$ cat config.mk
export PLATFORM = sky130hd
export DESIGN_NAME = alu_core
export DESIGN_NICKNAME = d
export VERILOG_FILES = /design/src/rtl/core_pkg.sv /design/src/rtl/alu_core.sv /design/src/rtl/decode_stage.sv /design/src/rtl/execute_stage.sv /design/src/rtl/instr_queue.sv /design/src/rtl/reg_file.sv
export SDC_FILE = /design/constraint.sdc
export NUM_CORES = 2
export LEC_CHECK = 0
export BUFFER_PORTS_ARGS = -buffer_cell sky130_fd_sc_hd__buf_4
export CAP_MARGIN = 10
export CORE_ASPECT_RATIO = 0.7
export CORE_MARGIN = 1
export CORE_UTILIZATION = 25
export CTS_BUF_LIST = sky130_fd_sc_hd__clkbuf_8
export DETAILED_ROUTE_END_ITERATION = 16
export GPL_TIMING_DRIVEN = 0
export PLACE_DENSITY_LB_ADDON = 0.15
export SLEW_MARGIN = 20
export SYNTH_ARGS = -nofsm -noshare
export SYNTH_HDL_FRONTEND = slang
export SYNTH_SLANG_ARGS = --single-unit
$ cat constraint.sdc
create_clock -name clk -period 4.48 [get_ports clk]
set_clock_uncertainty 0.2 [all_clocks]
set_input_delay 0.896 -clock clk [delete_from_list [all_inputs] [get_ports clk]]
set_output_delay 0.896 -clock clk [all_outputs]
set_load 0.03 [all_outputs]
$ cat src/rtl/core_pkg.sv
//--------------------------------------------------------------------------
// Core package
// Widths, MIPS opcode and function codes, ALU operation codes and the
// instruction queue depth shared by every stage of the integer core
//--------------------------------------------------------------------------

package core_pkg;

	//----------------------------------------------------------------------
	// Widths and basic types
	//----------------------------------------------------------------------
	localparam int WORD_W     = 32;
	localparam int REG_ADDR_W = 5;
	localparam int ALU_OP_W   = 4;

	typedef logic [WORD_W-1:0]     word_t;      // Data word
	typedef logic [WORD_W-1:0]     instr_t;     // Raw instruction
	typedef logic [REG_ADDR_W-1:0] reg_addr_t;  // Register index
	typedef logic [ALU_OP_W-1:0]   alu_op_t;    // ALU operation

	//----------------------------------------------------------------------
	// Instruction queue
	//----------------------------------------------------------------------
	localparam int QUEUE_DEPTH = 4;                     // Also initial sender credits
	localparam int QPTR_W      = $clog2(QUEUE_DEPTH);   // Pointer width

	//----------------------------------------------------------------------
	// ALU operation codes
	//----------------------------------------------------------------------
	localparam alu_op_t ALU_ADD = 4'd0;
	localparam alu_op_t ALU_SUB = 4'd1;
	localparam alu_op_t ALU_AND = 4'd2;
	localparam alu_op_t ALU_OR  = 4'd3;
	localparam alu_op_t ALU_XOR = 4'd4;
	localparam alu_op_t ALU_NOR = 4'd5;
	localparam alu_op_t ALU_SLT = 4'd6;   // Signed compare
	localparam alu_op_t ALU_SLL = 4'd7;
	localparam alu_op_t ALU_SRL = 4'd8;
	localparam alu_op_t ALU_SRA = 4'd9;
	localparam alu_op_t ALU_LUI = 4'd10;  // Immediate into upper half

	// Opcodes, bits 31:26
	localparam logic [5:0] OP_RTYPE = 6'd0;
	localparam logic [5:0] OP_ADDI  = 6'd8;
	localparam logic [5:0] OP_SLTI  = 6'd10;
	localparam logic [5:0] OP_ANDI  = 6'd12;
	localparam logic [5:0] OP_ORI   = 6'd13;
	localparam logic [5:0] OP_XORI  = 6'd14;
	localparam logic [5:0] OP_LUI   = 6'd15;

	// R-type function codes, bits 5:0
	localparam logic [5:0] FN_SLL = 6'd0;
	localparam logic [5:0] FN_SRL = 6'd2;
	localparam logic [5:0] FN_SRA = 6'd3;
	localparam logic [5:0] FN_ADD = 6'd32;
	localparam logic [5:0] FN_SUB = 6'd34;
	localparam logic [5:0] FN_AND = 6'd36;
	localparam logic [5:0] FN_OR  = 6'd37;
	localparam logic [5:0] FN_XOR = 6'd38;
	localparam logic [5:0] FN_NOR = 6'd39;
	localparam logic [5:0] FN_SLT = 6'd42;

endpackage

$ cat src/rtl/alu_core.sv
//--------------------------------------------------------------------------
// Integer core top
// Credit-fed instruction queue, decode with register read, execute with
// forwarding and writeback to the register file and output ports
//--------------------------------------------------------------------------

`timescale 1ns/100ps

module alu_core import core_pkg::*;
(
	input  logic      clk,
	input  logic      rst_n,
	input  logic      instr_valid,
	input  instr_t    instr,
	output logic      credit_return,
	output logic      wb_valid,
	output reg_addr_t wb_reg,
	output word_t     wb_data
);

	// Queue to decode
	logic       q_valid;
	instr_t     q_instr;

	// Register file read
	reg_addr_t  rs_addr;
	reg_addr_t  rt_addr;
	word_t      rs_data;
	word_t      rt_data;

	// ID/EX
	logic       id_valid;
	reg_addr_t  id_rs;
	reg_addr_t  id_rt;
	word_t      id_op_a;
	word_t      id_op_b;
	word_t      id_imm;
	logic       id_use_imm;
	alu_op_t    id_alu_op;
	logic [4:0] id_shamt;
	logic       id_write;
	reg_addr_t  id_dest;

	// EX/WB
	logic       ex_valid;
	logic       ex_write;
	reg_addr_t  ex_dest;
	word_t      ex_result;

	assign wb_valid = ex_valid && ex_write;  // Also the register write enable
	assign wb_reg   = ex_dest;
	assign wb_data  = ex_result;

	instr_queue u_queue
	(
		.clk           (clk),
		.rst_n         (rst_n),
		.instr_valid   (instr_valid),
		.instr         (instr),
		.q_valid       (q_valid),
		.q_instr       (q_instr),
		.credit_return (credit_return)
	);

	decode_stage u_decode
	(
		.clk        (clk),
		.rst_n      (rst_n),
		.q_valid    (q_valid),
		.q_instr    (q_instr),
		.rs_addr    (rs_addr),
		.rt_addr    (rt_addr),
		.rs_data    (rs_data),
		.rt_data    (rt_data),
		.id_valid   (id_valid),
		.id_rs      (id_rs),
		.id_rt      (id_rt),
		.id_op_a    (id_op_a),
		.id_op_b    (id_op_b),
		.id_imm     (id_imm),
		.id_use_imm (id_use_imm),
		.id_alu_op  (id_alu_op),
		.id_shamt   (id_shamt),
		.id_write   (id_write),
		.id_dest    (id_dest)
	);

	reg_file u_regs
	(
		.clk     (clk),
		.rst_n   (rst_n),
		.rs_addr (rs_addr),
		.rt_addr (rt_addr),
		.rs_data (rs_data),
		.rt_data (rt_data),
		.we      (wb_valid),
		.wr_addr (ex_dest),
		.wr_data (ex_result)
	);

	execute_stage u_execute
	(
		.clk        (clk),
		.rst_n      (rst_n),
		.id_valid   (id_valid),
		.id_rs      (id_rs),
		.id_rt      (id_rt),
		.id_op_a    (id_op_a),
		.id_op_b    (id_op_b),
		.id_imm     (id_imm),
		.id_use_imm (id_use_imm),
		.id_alu_op  (id_alu_op),
		.id_shamt   (id_shamt),
		.id_write   (id_write),
		.id_dest    (id_dest),
		.ex_valid   (ex_valid),
		.ex_write   (ex_write),
		.ex_dest    (ex_dest),
		.ex_result  (ex_result)
	);

endmodule

$ cat src/rtl/decode_stage.sv
//--------------------------------------------------------------------------
// Decode stage
// Splits the instruction, maps opcode and function onto an ALU code,
// extends the immediate, reads the register file and loads ID/EX
//--------------------------------------------------------------------------

`timescale 1ns/100ps

module decode_stage import core_pkg::*;
(
	input  logic       clk,
	input  logic       rst_n,
	input  logic       q_valid,
	input  instr_t     q_instr,
	output reg_addr_t  rs_addr,
	output reg_addr_t  rt_addr,
	input  word_t      rs_data,
	input  word_t      rt_data,
	output logic       id_valid,
	output reg_addr_t  id_rs,
	output reg_addr_t  id_rt,
	output word_t      id_op_a,
	output word_t      id_op_b,
	output word_t      id_imm,
	output logic       id_use_imm,
	output alu_op_t    id_alu_op,
	output logic [4:0] id_shamt,
	output logic       id_write,
	output reg_addr_t  id_dest
);

	logic [5:0]  opcode;
	logic [5:0]  funct;
	reg_addr_t   f_rs;
	reg_addr_t   f_rt;
	reg_addr_t   f_rd;
	logic [4:0]  f_shamt;
	logic [15:0] imm16;
	alu_op_t     alu_op;
	logic        supported;
	logic        use_imm;
	word_t       imm_ext;
	reg_addr_t   dest;

	// Field split
	assign opcode  = q_instr[31:26];
	assign f_rs    = q_instr[25:21];
	assign f_rt    = q_instr[20:16];
	assign f_rd    = q_instr[15:11];
	assign f_shamt = q_instr[10:6];
	assign funct   = q_instr[5:0];
	assign imm16   = q_instr[15:0];

	assign rs_addr = f_rs;  // Register file read
	assign rt_addr = f_rt;
	assign dest    = (opcode == OP_RTYPE) ? f_rd : f_rt;

	//----------------------------------------------------------------------
	// Opcode and function decode
	//----------------------------------------------------------------------
	always_comb
	begin
		alu_op    = ALU_ADD;
		supported = 1'b1;
		use_imm   = 1'b1;
		imm_ext   = {16'h0000, imm16};      // Zero-extend unless told otherwise
		case (opcode)
			OP_RTYPE:
			begin
				use_imm = 1'b0;
				case (funct)
					FN_SLL:  alu_op = ALU_SLL;
					FN_SRL:  alu_op = ALU_SRL;
					FN_SRA:  alu_op = ALU_SRA;
					FN_ADD:  alu_op = ALU_ADD;
					FN_SUB:  alu_op = ALU_SUB;
					FN_AND:  alu_op = ALU_AND;
					FN_OR:   alu_op = ALU_OR;
					FN_XOR:  alu_op = ALU_XOR;
					FN_NOR:  alu_op = ALU_NOR;
					FN_SLT:  alu_op = ALU_SLT;
					default: supported = 1'b0;  // Unknown funct is a no-op
				endcase
			end
			OP_ADDI:
			begin
				alu_op  = ALU_ADD;
				imm_ext = {{16{imm16[15]}}, imm16};
			end
			OP_SLTI:
			begin
				alu_op  = ALU_SLT;
				imm_ext = {{16{imm16[15]}}, imm16};
			end
			OP_ANDI: alu_op = ALU_AND;
			OP_ORI:  alu_op = ALU_OR;
			OP_XORI: alu_op = ALU_XOR;
			OP_LUI:  alu_op = ALU_LUI;      // ALU moves it to the upper half
			default: supported = 1'b0;
		endcase
	end

	//----------------------------------------------------------------------
	// ID/EX register
	//----------------------------------------------------------------------
	always_ff @(posedge clk)
	begin
		if (!rst_n)
		begin
			id_valid <= 1'b0;
			id_write <= 1'b0;
		end
		else
		begin
			id_valid <= q_valid;
			id_write <= q_valid && supported && (dest != '0);
		end
	end

	// Payload fields
	always_ff @(posedge clk)
	begin
		id_rs      <= f_rs;
		id_rt      <= f_rt;
		id_op_a    <= rs_data;
		id_op_b    <= rt_data;
		id_imm     <= imm_ext;
		id_use_imm <= use_imm;
		id_alu_op  <= alu_op;
		id_shamt   <= f_shamt;
		id_dest    <= dest;
	end

endmodule

$ cat src/rtl/execute_stage.sv
//--------------------------------------------------------------------------
// Execute stage
// Forwards the EX/WB result into the operands, selects register data or
// the immediate, runs the ALU and loads the EX/WB register
//--------------------------------------------------------------------------

`timescale 1ns/100ps

module execute_stage import core_pkg::*;
(
	input  logic       clk,
	input  logic       rst_n,
	input  logic       id_valid,
	input  reg_addr_t  id_rs,
	input  reg_addr_t  id_rt,
	input  word_t      id_op_a,
	input  word_t      id_op_b,
	input  word_t      id_imm,
	input  logic       id_use_imm,
	input  alu_op_t    id_alu_op,
	input  logic [4:0] id_shamt,
	input  logic       id_write,
	input  reg_addr_t  id_dest,
	output logic       ex_valid,
	output logic       ex_write,
	output reg_addr_t  ex_dest,
	output word_t      ex_result
);

	logic  fwd_a;     // rs takes EX/WB result
	logic  fwd_b;     // rt takes EX/WB result
	logic  ex_live;   // EX/WB entry will write
	word_t op_a;
	word_t op_b_reg;  // rt value after forwarding
	word_t op_b;
	word_t alu_res;

	//----------------------------------------------------------------------
	// Forwarding unit
	//----------------------------------------------------------------------
	// A live EX/WB entry never targets r0
	assign ex_live = ex_valid && ex_write;
	assign fwd_a   = ex_live && (ex_dest == id_rs);
	assign fwd_b   = ex_live && (ex_dest == id_rt);

	// Operand muxes
	assign op_a     = fwd_a ? ex_result : id_op_a;
	assign op_b_reg = fwd_b ? ex_result : id_op_b;
	assign op_b     = id_use_imm ? id_imm : op_b_reg;  // I-type uses imm

	//----------------------------------------------------------------------
	// ALU
	//----------------------------------------------------------------------
	always_comb
	begin
		case (id_alu_op)
			ALU_ADD: alu_res = op_a + op_b;
			ALU_SUB: alu_res = op_a - op_b;
			ALU_AND: alu_res = op_a & op_b;
			ALU_OR:  alu_res = op_a | op_b;
			ALU_XOR: alu_res = op_a ^ op_b;
			ALU_NOR: alu_res = ~(op_a | op_b);
			ALU_SLT:
			begin
				// Signed compare, result is 0 or 1
				alu_res = ($signed(op_a) < $signed(op_b)) ? 32'd1 : 32'd0;
			end
			ALU_SLL: alu_res = op_b << id_shamt;        // rt shifted by shamt
			ALU_SRL: alu_res = op_b >> id_shamt;
			ALU_SRA: alu_res = $signed(op_b) >>> id_shamt;
			ALU_LUI: alu_res = {op_b[15:0], 16'h0000};  // Imm to upper half
			default: alu_res = '0;
		endcase
	end

	//----------------------------------------------------------------------
	// EX/WB register
	//----------------------------------------------------------------------
	always_ff @(posedge clk)
	begin
		if (!rst_n)
		begin
			ex_valid <= 1'b0;
			ex_write <= 1'b0;
		end
		else
		begin
			ex_valid <= id_valid;
			ex_write <= id_valid && id_write;
		end
	end

	// Destination and result
	always_ff @(posedge clk)
	begin
		ex_dest   <= id_dest;
		ex_result <= alu_res;
	end

endmodule

$ cat src/rtl/instr_queue.sv
//--------------------------------------------------------------------------
// Instruction queue
// Circular buffer between the credit-based sender and decode. The head
// is popped every cycle the queue holds an entry and each pop returns
// one credit to the sender
//--------------------------------------------------------------------------

`timescale 1ns/100ps

module instr_queue import core_pkg::*;
(
	input  logic   clk,
	input  logic   rst_n,
	input  logic   instr_valid,
	input  instr_t instr,
	output logic   q_valid,
	output instr_t q_instr,
	output logic   credit_return
);

	instr_t            mem [QUEUE_DEPTH];  // Entry storage
	logic [QPTR_W-1:0] wr_ptr;
	logic [QPTR_W-1:0] rd_ptr;
	logic [QPTR_W:0]   count;              // Occupancy 0..QUEUE_DEPTH
	logic              full;
	logic              empty;
	logic              push;
	logic              pop;

	assign full  = (count == QUEUE_DEPTH[QPTR_W:0]);
	assign empty = (count == '0);
	assign push  = instr_valid && !full;  // Sender should never hit full
	assign pop   = !empty;                // Decode never stalls

	// Head presented whenever non-empty
	assign q_valid       = pop;
	assign q_instr       = mem[rd_ptr];
	assign credit_return = pop;           // One credit back per pop

	// Payload storage
	always_ff @(posedge clk)
	begin
		if (push)
			mem[wr_ptr] <= instr;
	end

	// Pointers and occupancy
	always_ff @(posedge clk)
	begin
		if (!rst_n)
		begin
			wr_ptr <= '0;
			rd_ptr <= '0;
			count  <= '0;
		end
		else
		begin
			if (push)
				wr_ptr <= wr_ptr + 1'b1;  // Wraps at depth
			if (pop)
				rd_ptr <= rd_ptr + 1'b1;
			case ({push, pop})
				2'b10:   count <= count + 1'b1;
				2'b01:   count <= count - 1'b1;
				default: count <= count;        // Both or neither
			endcase
		end
	end

endmodule

$ cat src/rtl/reg_file.sv
//--------------------------------------------------------------------------
// Register file
// 32 x 32 registers, two read ports and one write port. r0 reads zero,
// a write to the register being read is bypassed to the read port
//--------------------------------------------------------------------------

`timescale 1ns/100ps

module reg_file import core_pkg::*;
(
	input  logic      clk,
	input  logic      rst_n,
	input  reg_addr_t rs_addr,
	input  reg_addr_t rt_addr,
	output word_t     rs_data,
	output word_t     rt_data,
	input  logic      we,
	input  reg_addr_t wr_addr,
	input  word_t     wr_data
);

	word_t regs [1:31];  // r0 not stored

	// Read with write-through
	assign rs_data = (rs_addr == '0) ? '0 :
		(we && wr_addr == rs_addr) ? wr_data : regs[rs_addr];
	assign rt_data = (rt_addr == '0) ? '0 :
		(we && wr_addr == rt_addr) ? wr_data : regs[rt_addr];

	always_ff @(posedge clk)
	begin
		if (!rst_n)
		begin
			for (int i = 1; i < 32; i++)
				regs[i] <= '0;
		end
		else if (we && wr_addr != '0)  // Writes to r0 dropped
			regs[wr_addr] <= wr_data;
	end

endmodule

Word level (Yosys, flattened, before mapping)
Memory sizes are Yosys's and may differ from the RTL's. A register that Yosys moved wholly into a read port is not among the register bits.
Index checks and enable logic that the tools add are counted.
Widths: inputs -> output; s select.
{"block": "word_totals", "register_bits": 154, "ram_bits": 1120, "input_bits": 35, "output_inout_bits": 39, "word_cells": 117, "n_memories": 2}
{"block": "classes", "add_sub_neg": 6, "magnitude_cmp": 1, "eq_ne": 32, "shift": 3, "mux": 25, "bitwise": 4, "n_reduce_logical": 25}
{"memory": "u_regs.regs", "words": 31, "width": 32, "read_ports": 2, "rd_ports_with_merged_regs": 0, "write_ports": 31, "line": "reg_file.sv:22", "source": "word_t regs [1:31];"}
{"memory": "u_queue.mem", "words": 4, "width": 32, "read_ports": 1, "rd_ports_with_merged_regs": 1, "write_ports": 1, "line": "instr_queue.sv:21", "source": "instr_t mem [QUEUE_DEPTH];"}
{"cell": "$pmux 32 s11", "count": 1}
{"cell": "$mux 32", "count": 6}
{"cell": "$eq 6x6->1 const B", "count": 7}
{"cell": "$eq 6x4->1 const B", "count": 6}
{"cell": "$pmux 4 s9", "count": 1}
{"cell": "$add 32x32->32", "count": 1}
{"cell": "$and 32x32->32", "count": 1}
{"cell": "$lt 32x32->1", "count": 1}
{"cell": "$not 32->32", "count": 1}
{"cell": "$or 32x32->32", "count": 1}
{"cell": "$reduce_or 32->1", "count": 1}
{"cell": "$shl 32x5->32", "count": 1}
{"cell": "$shr 32x5->32", "count": 1}
{"cell": "$sshr 32x5->32", "count": 1}
{"cell": "$sub 32x32->32", "count": 1}
{"cell": "$xor 32x32->32", "count": 1}
{"cell": "$pmux 4 s6", "count": 1}
{"cell": "$eq 5x5->1", "count": 4}
{"cell": "$eq 4x3->1 const B", "count": 4}
{"cell": "$eq 4x4->1 const B", "count": 3}
{"cell": "$eq 6x2->1 const B", "count": 2}
{"cell": "$logic_not 6->1", "count": 2}
{"cell": "$logic_and 1x1->1", "count": 10}
{"cell": "$logic_not 5->1", "count": 2}
{"cell": "21 further kinds", "count": 36}

Depth between registers and ports, before layout
{"block": "depth", "ltp_word": 7, "depth_mapped": 21, "ltp_nobuf": 17}

By module
Synthesis repeated with hierarchy kept, for this count alone.
{"block": "unflattened", "cells_unflattened": 5877, "hier_area_um2": 74850.5}
{"mod": "reg_file", "n_inst": 1, "cells_each": 3742, "area_each_um2": 54681.2, "seq_area_each_um2": 30749.5}
{"mod": "execute_stage", "n_inst": 1, "cells_each": 1722, "area_each_um2": 12339.3, "seq_area_each_um2": 780.7}
{"mod": "instr_queue", "n_inst": 1, "cells_each": 224, "area_each_um2": 5167.5, "seq_area_each_um2": 4023.9}
{"mod": "decode_stage", "n_inst": 1, "cells_each": 188, "area_each_um2": 2656.3, "seq_area_each_um2": 2062.0}
{"mod": "alu_core", "n_inst": 1, "cells_each": 1, "area_each_um2": 6.3, "seq_area_each_um2": 0.0}

Worst setup path before layout
OpenSTA, ideal clock, no wires.
{"block": "synth_path", "kind": "flip-flop to flip-flop", "startpoint": "reg u_execute.ex_dest[3]", "endpoint": "reg u_execute.ex_result[31]", "setup_ns": 0.079, "arrival_time_ns": 4.636, "t_required_ns": 4.201, "slack_ns": -0.435, "path_stages_with_launch": 18, "n_path_buf": 3, "period_less_slack_ns": 4.915, "cell_sequence": "dfxtp_1 -> buf_1 -> xor2_1 -> nor4_1 -> nand3_1 -> clkbuf_1 -> mux2_2 -> ha_1 -> buf_2 -> nand3_1 -> nor3_1 -> o2111ai_1 -> a31oi_1 -> a21oi_1 -> o31a_1 -> or4b_2 -> a311o_1 -> o211ai_1"}
{"block": "synth_between", "elab_chain_len": 7, "elab_cells_between_ends": 17, "classes_between": "add/sub: 2; eq/ne: 2; shift: 3; mux: 4; bitwise: 4; reduce/logical: 2"}
{"item": "start: declaration", "line": "execute_stage.sv:26", "source": "output reg_addr_t ex_dest,"}
{"item": "start signal: assignment", "line": "execute_stage.sv:96", "source": "ex_dest <= id_dest;"}
{"item": "branches (longest 6 deep; another with $sub 32x32->32)"}
{"item": "$pmux 32 s11 *", "line": "execute_stage.sv:56", "source": "case (id_alu_op)"}
{"item": "named net u_execute.alu_res[31]", "line": "execute_stage.sv:36", "source": "word_t alu_res;"}
{"item": "end signal: assignment", "line": "execute_stage.sv:97", "source": "ex_result <= alu_res;"}
{"item": "end: declaration", "line": "execute_stage.sv:27", "source": "output word_t ex_result"}
Mark *: on every way through the listed nets, which the timed path passes.
A chain may end at the register's enable or synchronous reset.

Final worst setup path
{"block": "layout_path", "startpoint": "reg u_execute.ex_result[31]", "endpoint": "reg u_execute.ex_result[0]"}
{"block": "layout_between", "elab_chain_len": 5, "elab_cells_between_ends": 9, "classes_between": "order compare: 1; shift: 3; mux: 5"}
{"item": "$mux 32", "line": "execute_stage.sv:48", "source": "assign op_b_reg = fwd_b ? ex_result : id_op_b;"}
{"item": "$mux 32", "line": "execute_stage.sv:49", "source": "assign op_b = id_use_imm ? id_imm : op_b_reg;"}
{"item": "$lt 32x32->1", "line": "execute_stage.sv:66", "source": "alu_res = ($signed(op_a) < $signed(op_b)) ? 32'd1 : 32'd0;"}
{"item": "$mux 1", "line": "execute_stage.sv:66"}
{"item": "$pmux 32 s11 *", "line": "execute_stage.sv:56"}
{"item": "named net u_execute.alu_res[0]", "line": "execute_stage.sv:36"}
The timed path passes the listed nets; every way through them passes the cells marked *.

==> out/results.txt <==
clk sinks = 1303
Most used DFF post-synth = edfxtp_1
mapped cell area = 73800 µm²
post-synthesis area per instance = 13.6 µm²
area delta synth->final = 22.9%
Pre-antenna DRT Iters = 6
CP max FO = 10
Placeable Area = 293000 µm²
routed vias/inst = 5.71
root buffer cell = clkbuf_8
Slew HR = 0.112
Final ANT Viol Nets = 0
Core Rows = 166
worst path cell trace = clkbuf_2 -> a31oi_1 -> a21oi_4 -> clkbuf_2 -> ha_1 -> a32o_1 -> a2111oi_4 -> or3b_2 -> a211oi_1 -> o22ai_1
Setup WS pre-CTS = -2.94 ns
Fin. Hold Viols = 0
antenna violations before repair = 55
number of cells after detailed placement = 9508
gr usage total = 0.264
slowest cell on the critical path = dfxtp_1
GRT overflow = 0
die width = 651 µm
routed wire length = 403000 µm
worst reg2reg path depth = 10
worst vdd ir = 0.544 mV
clock tree buffer depth = 4
via count = 57505
WS Path Type = register to register
Worst-path clk slew = 0.07 ns
largest net degree at the start of global routing = 22
Hold Path Depth = 0
first-pass GRT wire length = 524000 µm
ranking of synthesized cells by area = edfxtp_1, mux4_2, and2_1
Post-route DRC = 0
Cell variety after synth = 93
Initial Util = 0.252
min Tclk post-route = 5.10 ns
fin. max-slew vios = 0
worst hold path type = register to register
H-tree level count = 4
DP HPWL = 318000 µm
Die Area = 297000 µm²
share of the synthesized area in the top cell type = 0.469
startpoint types = register
Yosys reg bits = 1303
ys async rst share = 0
Peak Freq = 196 MHz
Worst path max stage delay = 0.88 ns
vias in the first global route = 53639
most used cell along the critical path = clkbuf_2
Leak = 32.0 nW
worst path arrival time = 5.70 ns
Worst-Skew Late Latency = 1.05 ns
post-synthesis sequential area ratio = 0.510
share of cells above drive strength 1 = 0.312
yosys warns = 0
Syn Inst Count = 5422
Routed WL per cell = 40.0 µm
fin util = 0.310
status = complete, but fails checks
final std cells w/o fill = 10076
final worst-path cycle share = 1.14
total CTS buffers = 218
initial detailed-routing violation count = 9380
Worst Setup Slack, final = -0.619 ns
RePlAce Congestion = 1.02
I/O Pins = 74
leading area contributor after synthesis = edfxtp_1
Nets = 6141
DIE HEIGHT = 457 µm
Critical Path RT = 5.08 ns
# setup viols final = 28
maxcap violations = 0
Port Buf Inserts = 72
CP endpoint kind = register
PD cells = 741 nW/µm²
failing checks = negative setup slack
Slew @ Worst Pin = 1.33 ns
number of enable flip-flop cells after synthesis = 1152
RSZ-0062 raised after global routing = true
CTS tree = done
## where the power goes
| group | internal (mW) | total (mW) | leakage, nW | switching (mW) |
|---|---|---|---|---|
| clock network | 5.62 | 11.2 | 2.48 | 5.55 |
| logic | 14.2 | 39.9 | 16.5 | 25.7 |
| registers | 14.5 | 16.1 | 13.0 | 1.64 |
## placed cells by master (no fill, tap or decap), types with 22 or more instances in the layout
master            n
edfxtp_1       1152
and2_1          940
mux4_2          689
clkbuf_1        264
nor2_1          255
clkbuf_8        242
buf_4           224
inv_1           171
nand2_1         142
dfxtp_1         142
clkbuf_2        122
o21ai_0         121
nor3_1          104
a21oi_1         102
a211oi_1         90
buf_16           84
mux2i_1          80
ha_1             79
buf_2            47
o211ai_1         42
nand3_1          41
a221oi_1         40
diode_2          38
o21ai_4          36
clkinv_1         34
o22ai_1          32
dlygate4sd3_1    32
conb_1           32
mux2_2           30
buf_12           26
nand4_1          24
buf_6            23
clkinv_2         22
## cells by family after synthesis
logic type,count (synthesis),share of synthesized area
AND/OR/NAND/NOR,1677,0.126
flip-flops,1303,0.510
multiplexers,843,0.232
AO/OA/AOI/OAI,786,0.0727
buffers and inverters,663,0.0362
adder cells (fa/ha/maj),106,0.0183
XOR/XNOR,43,0.00521
other,1,0.0000508
## routing by layer
metal  GRT usage  routed length [µm]  vias to the layer above
met2       0.311              141000                     4069
met5           0                 276                        -
met1       0.429              196000                    30694
li1            -                   -                    22220
met3       0.109               57300                      510
met4      0.0524                8960                       12
## critical path, delay by kind of cell (launching register included)
kind	cells	cell delay [ns]
AO/OA/AOI/OAI	6	1.85
buffers and inverters	2	0.94
flip-flops	1	0.88
adder cells (fa/ha/maj)	1	0.49
AND/OR/NAND/NOR	1	0.49
## metrics by stage
step	total power, mW	hold slack [ns]	setup TNS, ns	instance area (µm²)
2_1_floorplan	34.2	0.110	-75.97	73900
3_3_place_gp	50.5	0.113	-4435.33	79300
3_5_place_dp	51.1	0.112	-122.43	82700
4_1_cts	65.2	0.125	-6.81	89900
5_1_grt	68.5	0.131	-9.25	90600
6_report	67.2	0.125	-8.55	90700
## sequential cells by signal (all words and copies together), names as in the netlist, 13 cells and up, named ones only
| register | cells |
|---|---|
| u_decode.id_imm | 13 |
| u_decode.id_op_b | 32 |
| u_execute.ex_result | 32 |
| u_decode.id_op_a | 32 |
| u_queue.mem | 128 |
| u_regs.regs | 1024 |
## synthesized netlist by cell type, drive strengths merged (9+ instances only)
| library cell | n |
|---|---|
| o221ai | 15 |
| a211oi | 105 |
| dfxtp | 151 |
| a221oi | 46 |
| xnor2 | 27 |
| nand2 | 148 |
| nand2b | 10 |
| mux2i | 113 |
| inv | 110 |
| o31ai | 15 |
| o211ai | 42 |
| ha | 103 |
| a22o | 9 |
| a22oi | 16 |
| and2 | 947 |
| a21oi | 126 |
| nor2 | 274 |
| and3 | 11 |
| buf | 128 |
| clkbuf | 421 |
| a31oi | 23 |
| a211o | 14 |
| o21a | 11 |
| nand3 | 47 |
| mux4 | 689 |
| nor2b | 17 |
| or3 | 14 |
| a221o | 15 |
| nand4 | 24 |
| nor4 | 21 |
| or2 | 19 |
| nor3 | 118 |
| o32ai | 10 |
| edfxtp | 1152 |
| o21bai | 9 |
| o21ai | 186 |
| xor2 | 16 |
| mux2 | 41 |
| o22ai | 37 |
| a21o | 23 |
## what timing repair did
item,4_1_cts,5_1_grt
hold endpoints to repair,128,0
pin swaps,79,56
buffers inserted,94,29
cloned,0,0
gates resized for setup,462,136
hold buffers,32,0
endpoints found under the setup margin,96,91
## path summary, 6_finish.rpt
path	startpoint	endpoint	slack, ns
worst max-delay path	u_execute.ex_result[31]$_DFF_P_	u_execute.ex_result[0]$_DFF_P_	-0.62
worst min-delay path	u_decode.id_dest[3]$_DFF_P_	u_execute.ex_dest[3]$_DFF_P_	0.13
worst max register to register	u_execute.ex_result[31]$_DFF_P_	u_execute.ex_result[0]$_DFF_P_	-0.62
worst min register to register	u_decode.id_dest[3]$_DFF_P_	u_execute.ex_dest[3]$_DFF_P_	0.13
## cell type report
class	count	area, µm²
Fill cell	29430	202000
Sequential cell	1303	37600
Multi-Input combinational cell	3487	35900
Tap cell	3864	4830
Timing Repair Buffer	345	4740
Clock buffer	242	3330
Buffer	532	2780
Clock inverter	152	938
Inverter	113	472
Antenna cell	38	95.1
(Power assumes the default switching activity.)
